File: config.mk
export PLATFORM = sky130hd
export DESIGN_NAME = spi_flash_reader
export DESIGN_NICKNAME = d
export VERILOG_FILES = /design/src/design/flash_pkg.sv /design/src/design/spi_flash_reader.sv /design/src/design/read_word_buffer.sv /design/src/design/spi_byte_shifter.sv /design/src/design/flash_cmd_seq.sv
export SDC_FILE = /design/constraint.sdc
export NUM_CORES = 1
export LEC_CHECK = 0
export BUFFER_PORTS_ARGS = -buffer_cell sky130_fd_sc_hd__clkbuf_2
export CAP_MARGIN = 20
export CORE_MARGIN = 2
export CORE_UTILIZATION = 38
export CTS_CLUSTER_DIAMETER = 60
export DETAILED_ROUTE_END_ITERATION = 7
export PLACE_DENSITY_LB_ADDON = 0.08
export RECOVER_POWER = 100
export SLEW_MARGIN = 10
export SYNTH_ARGS = -nofsm -noshare
export SYNTH_HDL_FRONTEND = slang
export SYNTH_SLANG_ARGS = --single-unit
File: constraint.sdc
create_clock -name clk -period 10.9 [get_ports clk]
set_input_delay 0.545 -clock clk [delete_from_list [all_inputs] [get_ports clk]]
set_output_delay 0.545 -clock clk [all_outputs]
set_load 0.03 [all_outputs]
File: src/design/flash_pkg.sv
// shared widths, byte and tag types and command codes for the SPI flash reader
`default_nettype none

package flash_pkg;

    localparam int ADDR_W     = 24;   // flash byte address
    localparam int WORD_W     = 32;   // word handed to the requester
    localparam int WORD_BYTES = 4;

    typedef logic [7:0] byte_t;

    // 0 = command or address byte, rx data dropped
    // 1..4 = byte 0..3 of a data word
    typedef logic [2:0] tag_t;

    localparam byte_t CMD_RESET_CONT = 8'hFF;   // leaves continuous-read mode
    localparam byte_t CMD_WAKE       = 8'hAB;   // release from power-down
    localparam byte_t CMD_READ       = 8'h03;   // single-lane read

endpackage

`default_nettype wire
File: src/design/spi_flash_reader.sv
// top level of the read-only SPI flash reader; request port in, flash pins out
`default_nettype none

module spi_flash_reader #(
    parameter int ADDR_W = flash_pkg::ADDR_W,
    parameter int WORD_W = flash_pkg::WORD_W
) (
    input  wire                  clk,
    input  wire                  resetn,
    input  wire                  req_valid_i,
    input  wire [ADDR_W-1:0]     req_addr_i,
    output logic                 req_ready_o,
    output logic [WORD_W-1:0]    rdata_o,
    output logic                 flash_csb_o,
    output logic                 flash_clk_o,
    output logic                 flash_io0_o,
    input  wire                  flash_io1_i
);

    logic             cmd_valid;
    logic             cmd_ready;
    flash_pkg::byte_t cmd_byte;
    flash_pkg::tag_t  cmd_tag;
    logic             xfer_restart;
    logic             rx_valid;
    flash_pkg::byte_t rx_byte;
    flash_pkg::tag_t  rx_tag;
    logic             jump;
    logic             prefetch_hold;

    flash_cmd_seq #(
        .ADDR_W (ADDR_W)
    ) u_seq (
        .clk             (clk),
        .resetn          (resetn),
        .req_valid_i     (req_valid_i),
        .req_addr_i      (req_addr_i),
        .jump_i          (jump),
        .prefetch_hold_i (prefetch_hold),
        .rx_valid_i      (rx_valid),
        .cmd_valid_o     (cmd_valid),
        .cmd_byte_o      (cmd_byte),
        .cmd_tag_o       (cmd_tag),
        .cmd_ready_i     (cmd_ready),
        .xfer_restart_o  (xfer_restart)
    );

    spi_byte_shifter u_shifter (
        .clk         (clk),
        .resetn      (resetn),
        .restart_i   (xfer_restart),
        .cmd_valid_i (cmd_valid),
        .cmd_byte_i  (cmd_byte),
        .cmd_tag_i   (cmd_tag),
        .cmd_ready_o (cmd_ready),
        .rx_valid_o  (rx_valid),
        .rx_byte_o   (rx_byte),
        .rx_tag_o    (rx_tag),
        .flash_csb_o (flash_csb_o),
        .flash_clk_o (flash_clk_o),
        .flash_io0_o (flash_io0_o),
        .flash_io1_i (flash_io1_i)
    );

    read_word_buffer #(
        .ADDR_W (ADDR_W),
        .WORD_W (WORD_W)
    ) u_buffer (
        .clk             (clk),
        .resetn          (resetn),
        .restart_i       (xfer_restart),
        .req_valid_i     (req_valid_i),
        .req_addr_i      (req_addr_i),
        .rx_valid_i      (rx_valid),
        .rx_byte_i       (rx_byte),
        .rx_tag_i        (rx_tag),
        .req_ready_o     (req_ready_o),
        .rdata_o         (rdata_o),
        .jump_o          (jump),
        .prefetch_hold_o (prefetch_hold)
    );

endmodule

`default_nettype wire

File: src/design/read_word_buffer.sv
// word buffer of the flash reader; packs rx bytes into words and answers the request port
`default_nettype none

module read_word_buffer #(
    parameter int ADDR_W = 24,
    parameter int WORD_W = 32
) (
    input  wire                  clk,
    input  wire                  resetn,
    input  wire                  restart_i,
    input  wire                  req_valid_i,
    input  wire [ADDR_W-1:0]     req_addr_i,
    input  wire                  rx_valid_i,
    input  flash_pkg::byte_t     rx_byte_i,
    input  flash_pkg::tag_t      rx_tag_i,
    output logic                 req_ready_o,
    output logic [WORD_W-1:0]    rdata_o,
    output logic                 jump_o,
    output logic                 prefetch_hold_o
);

    logic [WORD_W-9:0] low_bytes;   // bytes 0..2 of word in progress
    logic [ADDR_W-1:0] word_addr;
    logic [ADDR_W-1:0] next_addr;
    logic              word_valid;
    logic              inc_q;       // next word is a prefetch
    logic              hit;
    logic              word_done;

    assign next_addr = word_addr + ADDR_W'(flash_pkg::WORD_BYTES);
    assign word_done = rx_valid_i && (rx_tag_i == flash_pkg::tag_t'(flash_pkg::WORD_BYTES));

    assign hit         = req_valid_i && word_valid && (req_addr_i == word_addr);
    assign req_ready_o = hit;

    // anything but the current or next word needs a new frame
    assign jump_o = req_valid_i && !hit && (req_addr_i != next_addr) && word_valid;

    always_ff @(posedge clk) begin
        if (!resetn || restart_i) begin
            word_valid      <= 1'b0;
            inc_q           <= 1'b0;
            prefetch_hold_o <= 1'b0;
        end else begin
            if (word_done) begin
                word_valid      <= 1'b1;
                inc_q           <= 1'b1;
                prefetch_hold_o <= inc_q;   // only prefetched words hold the frame
            end
            if (req_valid_i) prefetch_hold_o <= 1'b0;
        end
    end

    always_ff @(posedge clk) begin
        for (int i = 1; i < flash_pkg::WORD_BYTES; i++) begin
            if (rx_valid_i && rx_tag_i == flash_pkg::tag_t'(i)) begin
                low_bytes[8*(i-1) +: 8] <= rx_byte_i;
            end
        end
        if (word_done) begin
            rdata_o   <= {rx_byte_i, low_bytes};   // lsb first
            word_addr <= inc_q ? next_addr : req_addr_i;
        end
    end

endmodule

`default_nettype wire

File: src/design/spi_byte_shifter.sv
// single-lane SPI byte engine; shifts one tagged byte per handshake and returns the rx byte
`default_nettype none

module spi_byte_shifter (
    input  wire                  clk,
    input  wire                  resetn,
    input  wire                  restart_i,
    input  wire                  cmd_valid_i,
    input  flash_pkg::byte_t     cmd_byte_i,
    input  flash_pkg::tag_t      cmd_tag_i,
    output logic                 cmd_ready_o,
    output logic                 rx_valid_o,
    output flash_pkg::byte_t     rx_byte_o,
    output flash_pkg::tag_t      rx_tag_o,
    output logic                 flash_csb_o,
    output logic                 flash_clk_o,
    output logic                 flash_io0_o,
    input  wire                  flash_io1_i
);

    flash_pkg::byte_t obuf;
    flash_pkg::byte_t ibuf;
    flash_pkg::tag_t  tag_q;   // tag of byte in flight
    logic [3:0]       count;   // bits left

    logic busy;
    logic last_half;

    assign busy      = (count != 4'd0);
    assign last_half = (count == 4'd1) && flash_clk_o;   // final falling edge

    // next byte may start on the last falling edge
    assign cmd_ready_o = cmd_valid_i && !restart_i && (!busy || last_half);

    assign flash_io0_o = obuf[7];
    assign rx_byte_o   = ibuf;

    always_ff @(posedge clk) begin
        if (!resetn || restart_i) begin
            flash_csb_o <= 1'b1;
            flash_clk_o <= 1'b0;
            count       <= 4'd0;
            rx_valid_o  <= 1'b0;
        end else begin
            rx_valid_o <= last_half;
            if (busy) begin
                flash_clk_o <= !flash_clk_o;
                if (flash_clk_o) count <= count - 4'd1;
            end
            if (cmd_ready_o) begin
                flash_csb_o <= 1'b0;   // held low until restart
                flash_clk_o <= 1'b0;
                count       <= 4'd8;
            end
        end
    end

    always_ff @(posedge clk) begin
        if (busy) begin
            if (flash_clk_o) begin
                obuf <= {obuf[6:0], 1'b0};          // io0 moves on falling edge
            end else begin
                ibuf <= {ibuf[6:0], flash_io1_i};   // io1 sampled on rising edge
            end
        end
        if (last_half) rx_tag_o <= tag_q;
        if (cmd_ready_o) begin
            obuf  <= cmd_byte_i;
            tag_q <= cmd_tag_i;
        end
    end

endmodule

`default_nettype wire

File: src/design/flash_cmd_seq.sv
// command FSM of the flash reader; wakes the flash, opens read frames and issues data slots
`default_nettype none

module flash_cmd_seq #(
    parameter int ADDR_W = 24
) (
    input  wire                  clk,
    input  wire                  resetn,
    input  wire                  req_valid_i,
    input  wire [ADDR_W-1:0]     req_addr_i,
    input  wire                  jump_i,
    input  wire                  prefetch_hold_i,
    input  wire                  rx_valid_i,
    output logic                 cmd_valid_o,
    output flash_pkg::byte_t     cmd_byte_o,
    output flash_pkg::tag_t      cmd_tag_o,
    input  wire                  cmd_ready_i,
    output logic                 xfer_restart_o
);

    typedef enum logic [3:0] {
        S_BOOT,
        S_FF,
        S_FF_WAIT,
        S_AB,
        S_AB_WAIT,
        S_READ,
        S_ADDR2,
        S_ADDR1,
        S_ADDR0,
        S_D1,
        S_D2,
        S_D3,
        S_D4
    } state_t;

    state_t state;
    logic   restart_q;

    // a jump aborts the frame in the same cycle
    assign xfer_restart_o = restart_q || jump_i;

    always_comb begin
        cmd_valid_o = 1'b1;
        cmd_byte_o  = 8'h00;   // don't-care on io0 during data slots
        cmd_tag_o   = 3'd0;
        case (state)
            S_BOOT:    cmd_valid_o = 1'b0;
            S_FF:      cmd_byte_o  = flash_pkg::CMD_RESET_CONT;
            S_FF_WAIT: cmd_valid_o = 1'b0;
            S_AB:      cmd_byte_o  = flash_pkg::CMD_WAKE;
            S_AB_WAIT: cmd_valid_o = 1'b0;
            S_READ:    cmd_byte_o  = flash_pkg::CMD_READ;
            S_ADDR2: begin
                cmd_valid_o = req_valid_i;   // buffer is empty here, so any request misses
                cmd_byte_o  = req_addr_i[ADDR_W-1 -: 8];
            end
            S_ADDR1:   cmd_byte_o  = req_addr_i[15:8];
            S_ADDR0:   cmd_byte_o  = req_addr_i[7:0];
            S_D1:      cmd_tag_o   = 3'd1;
            S_D2:      cmd_tag_o   = 3'd2;
            S_D3:      cmd_tag_o   = 3'd3;
            S_D4: begin
                cmd_valid_o = !prefetch_hold_i || req_valid_i;   // stall the frame
                cmd_tag_o   = 3'd4;
            end
            default:   cmd_valid_o = 1'b0;
        endcase
    end

    always_ff @(posedge clk) begin
        if (!resetn) begin
            state     <= S_BOOT;
            restart_q <= 1'b0;
        end else begin
            restart_q <= 1'b0;
            case (state)
                S_BOOT: state <= S_FF;
                S_FF: begin
                    if (cmd_ready_i) state <= S_FF_WAIT;
                end
                S_FF_WAIT: begin
                    if (rx_valid_i) begin   // end of first wake frame
                        restart_q <= 1'b1;
                        state     <= S_AB;
                    end
                end
                S_AB: begin
                    if (cmd_ready_i) state <= S_AB_WAIT;
                end
                S_AB_WAIT: begin
                    if (rx_valid_i) begin
                        restart_q <= 1'b1;
                        state     <= S_READ;
                    end
                end
                S_READ: begin
                    if (cmd_ready_i) state <= S_ADDR2;
                end
                S_ADDR2: begin
                    if (cmd_ready_i) state <= S_ADDR1;
                end
                S_ADDR1: begin
                    if (cmd_ready_i) state <= S_ADDR0;
                end
                S_ADDR0: begin
                    if (cmd_ready_i) state <= S_D1;
                end
                S_D1: begin
                    if (cmd_ready_i) state <= S_D2;
                end
                S_D2: begin
                    if (cmd_ready_i) state <= S_D3;
                end
                S_D3: begin
                    if (cmd_ready_i) state <= S_D4;
                end
                S_D4: begin
                    if (cmd_ready_i) state <= S_D1;
                end
                default: state <= S_BOOT;
            endcase
            if (jump_i) begin
                state <= S_READ;   // new frame at the requested address
            end
        end
    end

endmodule

`default_nettype wire

==> results of run 1 <==
==> power by group <==
| part | total, mW | internal, mW | switching (mW) |
|---|---|---|---|
| logic | 0.137 | 0.0577 | 0.0798 |
| registers | 0.571 | 0.538 | 0.0327 |
| clock network | 0.557 | 0.342 | 0.215 |
| total | 1.27 | 0.938 | 0.327 |
==> flip-flops by register name (all words and copies together) (netlist names) <==
| register | count |
|---|---|
| u_shifter.count | 4 |
| u_shifter.flash_csb_o | 1 |
| u_seq.restart_q | 1 |
| u_seq.state | 4 |
| u_buffer.prefetch_hold_o | 1 |
| u_buffer.word_addr | 24 |
| u_shifter.obuf | 8 |
| u_buffer.low_bytes | 24 |
| u_buffer.rdata_o | 32 |
| u_buffer.word_valid | 1 |
| u_shifter.flash_clk_o | 1 |
| u_shifter.rx_byte_o | 8 |
| u_shifter.rx_valid_o | 1 |
| u_shifter.rx_tag_o | 3 |
| u_shifter.tag_q | 3 |
==> how the worst min path moves through the flow <==
stage | endpoint | slack [ps] | depth (start not counted)
final | u_shifter.rx_byte_o[0] | 320 | 1
after detailed placement | u_buffer.rdata_o[15] | 400 | 0
after floorplan | u_buffer.rdata_o[0] | 400 | 0
after global placement | u_buffer.rdata_o[3] | 400 | 0
after CTS | u_shifter.rx_byte_o[0] | 300 | 1
after global routing | u_shifter.rx_byte_o[0] | 310 | 1
==> layout make-up <==
cell class | instances | area (um^2)
repair buffers | 68 | 289
clock inverters | 15 | 171
clock buffers | 17 | 425
inverters | 12 | 45.0
flip-flops and latches | 116 | 3340
fillers | 1428 | 8340
multi-input cells | 317 | 2190
well taps | 188 | 235
==> kinds of logic after synthesis <==
family / Yosys count / share of synthesized area
adder cells (fa/ha/maj): 4 / 0.00821
flip-flops: 116 / 0.577
multiplexers: 12 / 0.0272
XOR/XNOR: 54 / 0.0817
AND/OR/NAND/NOR: 155 / 0.160
AO/OA/AOI/OAI: 92 / 0.107
buffers and inverters: 41 / 0.0389
==> critical path, stage by stage (launching register included) <==
cell       delay, ps
edfxtp_1         520
nand4_1          520
nor4_1           990
nand2_1          230
xnor2_1          240
a2111oi_2         90
and4_1           230
o21ai_0         1170
mux2_4           360
==> cell usage after synthesis (all sizes together), types with 3 or more instances <==
master	n	share of area
a22oi	5	0.0065
xor2	16	0.024
nand4	10	0.014
clkbuf	17	0.012
and2	5	0.0054
nor4	15	0.025
nor4b	4	0.0060
o22ai	7	0.0076
o21a	5	0.0065
a211oi	7	0.0091
or3	4	0.0043
nand2	27	0.017
inv	12	0.0078
nor3	14	0.014
and3	5	0.0054
o21ai	14	0.015
nand3	9	0.0086
mux2i	3	0.0052
nor2b	5	0.0054
a21oi	28	0.024
or2	3	0.0032
a21boi	3	0.0039
o21bai	3	0.0039
nor2	35	0.023
o221ai	3	0.0045
ha	3	0.0065
xnor2	38	0.057
buf	12	0.019
mux2	9	0.022
nor3b	4	0.0060
edfxtp	102	0.53
dfxtp	14	0.048
==> per-layer routing <==
layer / wire (um) / global-route usage / share of wire / up-vias
met5: 0 / 0 / 0 / -
met4: 196 / 0.0530 / 0.014 / 0
met3: 762 / 0.0490 / 0.055 / 14
met2: 6520 / 0.285 / 0.47 / 100
met1: 6470 / 0.247 / 0.46 / 1946
li1: - / - / - / 1908
==> metrics by stage <==
step	util	power, mW	std cells	worst slack [ps]
detailed placement	0.413	0.718	700	7230
CTS	0.453	1.28	732	7210
global placement	0.413	0.713	699	7350
finish	0.445	1.27	733	6300
global route	0.445	1.31	733	6080
floorplan	-	0.673	474	5850
==> qor.txt, run 1 <==
Largest net degree at the start of global routing = 48
Gate Count Post-Synth = 474
Rel. slew slack = -0.413
Crit Path Max Fanout = 10
Post-route design area = 0.00670 mm^2
Violated checks = max-capacitance violations, max-slew violations
Post-CTS Setup Inserts = 0
Run status = complete, but fails checks
Most frequent cells in the layout = edfxtp_1, clkbuf_1, xnor2_1, nor2_1, a21oi_1
Initial Utilization = 0.385
Commonest non-fill, non-tap cell in the layout = edfxtp_1
Die width = 127 um
Core area = 0.0150 mm^2
CTS tree = built
Synthesized area per cell = 12.2 um^2
Pwr per Cell Area = 189 mW/mm^2
Arr. time, crit path = 4760 ps
Setup TNS = 0 ps
Final Slew Violations = 103
Post-route antenna net violation count = 0
Max Cap Viol = 5
Worst setup SP type = flop
Min-delay src = flash_io1_i
CP Data Required Time = 11060 ps
Synth Warn # = 0
Post-DR wirelength/cell = 19.0 um
Main synth FF type = edfxtp_1
Layout cells sized above 1 = 0.154
Initial antenna violation count = 0
Crit path to = u_shifter.obuf[7]
Crit path kind = flop to flop
Slew @ Worst Pin = 2120 ps
Number of diodes = 0
Post-CTS sizing = 0
Final Cycle Share = 0.422
Clock transition at the registers of the reported paths = 60 ps
Gr ovfl total = 0
Peak VDD IR = 0.112 mV
R2R Path Start = u_buffer.word_addr[7]
Critical Path Sink Type = flop
Maximum root-to-sink buffer count = 2
WHS = 320 ps
Gpl congestion = 0.925
Clock Latency Late Sink = 420 ps
GRT Resource Usage Total = 0.181
Vias in the first global route = 3841
Seq/Total Area, Yosys = 0.577
Final WL = 13900 um
Drt pass-1 iters = 5
Fin nets = 563
CTS sink cnt = 116
Async set-reset flop share out of synthesis = 0
Flop-to-flop setup slack = 6300 ps
Reg-to-reg endpoint = u_shifter.obuf[7]
Crit path from = u_buffer.word_addr[7]
Setup-failing EPs final = 0
Die Area = 0.0162 mm^2
Net Count, Synth = 505
CTS root buf = clkbuf_16
Final HPWL DP = 10000 um
Layout Skew = 10.3 ps
# IOs = 64
RSZ-0062 raised after global routing = false
Row count = 45
CTS Buf Count = 17
Distinct cells, synth = 72
Fmax = 0.217 GHz
Final Hold Fails = 0
Mapped Area = 0.00579 mm^2
H-tree Lvls = 4
Vias = 3968
Die Ht = 127 um
R2R cell count = 8
Worst min path class = input port to flop
Leak Pwr = 2.19 nW
Iter 0 DRT Violations = 286
First-pass GRT wire length = 22000 um
IO Port Bufs = 63
Yosys reg bits = 116
Vias per cell = 5.41
Post-cts hold buffer count = 0
Minimum clock period = 4600 ps
Layout area overhead = 15.6%
Number of synthesized flops with an enable pin = 102
DRC = 0
Post-DP Area = 0.00621 mm^2
Power figures use the tool's default switching activity.
==> inputs of run 2 (changes only) <==
==> constraint.sdc (replaced) <==
create_clock -name clk -period 4.6 [get_ports clk]
set_input_delay 0.23 -clock clk [delete_from_list [all_inputs] [get_ports clk]]
set_output_delay 0.23 -clock clk [all_outputs]
set_load 0.03 [all_outputs]
==> run 2 against run 1 <==
Effect of this change: critical endpoint is now u_shifter.obuf[0]; non-clock buffer count up 2; sequential share of layout area up 0.12 points; via count down 0.66%; global-route usage down 0.58 points; cell area down 0.24%; critical path depth up 1; register-to-register slack worse by 5600 ps; power up 130%; die area unchanged; the run still ends with max-capacitance violations, max-slew violations left; utilization down 0.11 points.
==> qor.txt, run 2 (synthesis results as in run 1) <==
Final Slew Violations = 115 (+12%)
Initial antenna violation count = 0 (unchanged)
Layout area overhead = 15.3%
Initial Utilization = 0.385 (unchanged)
Layout Skew = 8.26 ps (-2.04 ps)
Clock Latency Late Sink = 420 ps (about the same)
Row count = 45 (unchanged)
Global-route track usage on met2 = 0.249 (-0.0359)
Slew @ Worst Pin = 2090 ps (-33.5 ps)
Post-route design area = 0.00668 mm^2 (-0.24%)
Arr. time, crit path = 3950 ps (-810 ps)
Rel. slew slack = -0.391 (+0.0223)
Run status = complete, but fails checks
CTS tree = built
Crit Path Max Fanout = 9 (-1)
Post-route antenna net violation count = 0 (unchanged)
Drt pass-1 iters = 5 (unchanged)
Vias per cell = 5.37 (-0.79%)
Number of diodes = 0 (unchanged)
Leak Pwr = 2.15 nW (-1.9%)
Iter 0 DRT Violations = 272 (-4.9%)
Final WL = 13600 um (-2.5%)
Die width = 127 um (unchanged)
Die Area = 0.0162 mm^2 (unchanged)
M3 GR Usage = 0.0410 (-0.00796)
Vias in the first global route = 3763 (-2.0%)
Die Ht = 127 um (unchanged)
Largest net degree at the start of global routing = 48 (unchanged)
Setup TNS = 0 ps (unchanged)
Core area = 0.0150 mm^2 (unchanged)
GRT Resource Usage Total = 0.176 (-0.00581)
CTS Buf Count = 17 (unchanged)
Max Cap Viol = 4 (-1)
DRC = 0 (unchanged)
Pwr per Cell Area = 441 mW/mm^2 (+130%)
CP Data Required Time = 4700 ps (-6360 ps)
H-tree Lvls = 4 (unchanged)
Peak VDD IR = 0.255 mV (+130%)
Critical Path Sink Type = flop
Worst setup SP type = flop
Crit path kind = flop to flop
Gr ovfl total = 0 (unchanged)
RSZ-0062 raised after global routing = false
Commonest non-fill, non-tap cell in the layout = edfxtp_1
Post-DR wirelength/cell = 18.5 um (-2.6%)
Minimum clock period = 3850 ps (-745 ps)
IO Port Bufs = 63 (unchanged)
Fin nets = 565 (+0.36%)
First-pass GRT wire length = 21300 um (-2.9%)
Grt met1 use = 0.259 (+0.0114)
Fmax = 0.260 GHz (+19%)
Vias = 3942 (-0.66%)
Setup-failing EPs final = 0 (unchanged)
Violated checks = max-capacitance violations, max-slew violations
Maximum root-to-sink buffer count = 2 (unchanged)
Final Cycle Share = 0.838 (+0.416)
Clock transition at the registers of the reported paths = 60 ps (about the same)
Layout cells sized above 1 = 0.143 (-0.0113)
Post-DP Area = 0.00623 mm^2 (+0.34%)
Final HPWL DP = 9580 um (-4.5%)
Most frequent cells in the layout = edfxtp_1, clkbuf_1, xnor2_1, nor2_1, a21oi_1
Top flop regs = u_buffer.rdata_o: 32 flops, u_buffer.low_bytes: 24 flops, u_buffer.word_addr: 24 flops
Final core occ = 0.444 (-0.00108)
Worst min path class = input port to flop
Gpl congestion = 0.884 (-4.4%)
# IOs = 64 (unchanged)
Max reg flops = 32 (unchanged)
Final Hold Fails = 0 (unchanged)
Largest reg by FF count = u_buffer.rdata_o
CTS sink cnt = 116 (unchanged)
WHS = 53.7 ps (-266 ps)
CTS root buf = clkbuf_16
Layer with the highest usage = met1
==> run 2: changes by cell type in the layout (fill, tap and decap cells not counted), sizes merged <==
cell and delta:
clkinvlp +4, clkinv -3, inv -2, dlygate4sd3 +1, buf +1
==> run 2: worst max-delay path, cell delays in order, from the launching register on <==
cell	delay, ps
edfxtp_1	430
ha_1	280
nand3_1	360
nor4_1	830
nand2_1	230
xnor2_1	190
a2111oi_0	360
and4_1	380
or2_2	180
a31o_2	290
==> run 2: worst paths after layout <==
check	startpoint	end	slack (ps)	cells past startpoint
worst min-delay path	req_valid_i	u_buffer.prefetch_hold_o	50	2
worst min register to register	u_buffer.low_bytes[8]	u_buffer.rdata_o[8]	410	0
worst max register to register	u_buffer.word_addr[2]	u_shifter.obuf[0]	750	9
worst max-delay path	u_buffer.word_addr[2]	u_shifter.obuf[0]	750	9
==> run 2: metrics by stage <==
stage               instances  power (mW)  worst slack (ps)
detailed placement        702        1.71              1060
global placement          701        1.70              1210
CTS                       734        3.01              1030
global route              734        3.06               487
finish                    734        2.94               747
floorplan                 474        1.60              1360
==> run 2: timing repair <==
action | in CTS | in global routing
gates resized for setup | 0 | 0
buffers inserted | 0 | 0
endpoints found under the hold margin | 1 | 0
hold buffers | 1 | 0
==> run 2: layout make-up <==
class	instances	area [um^2]
multi-input combinational	317	2170
inverter	12	45.0
fill	1418	8350
tap	188	235
timing repair buffer	70	307
sequential	116	3340
clock inverter	14	151
clock buffer	17	425
==> run 2: layer usage <==
metal | up-vias | wire, um
met3 | 16 | 771
met1 | 1901 | 6770
li1 | 1903 | -
met2 | 122 | 5850
met5 | - | 0
met4 | 0 | 212
==> run 2: power by group <==
group / internal [mW] / total (mW) / switching, mW
clock network: 0.797 / 1.29 / 0.496
registers: 1.28 / 1.35 / 0.0786
logic: 0.112 / 0.296 / 0.184
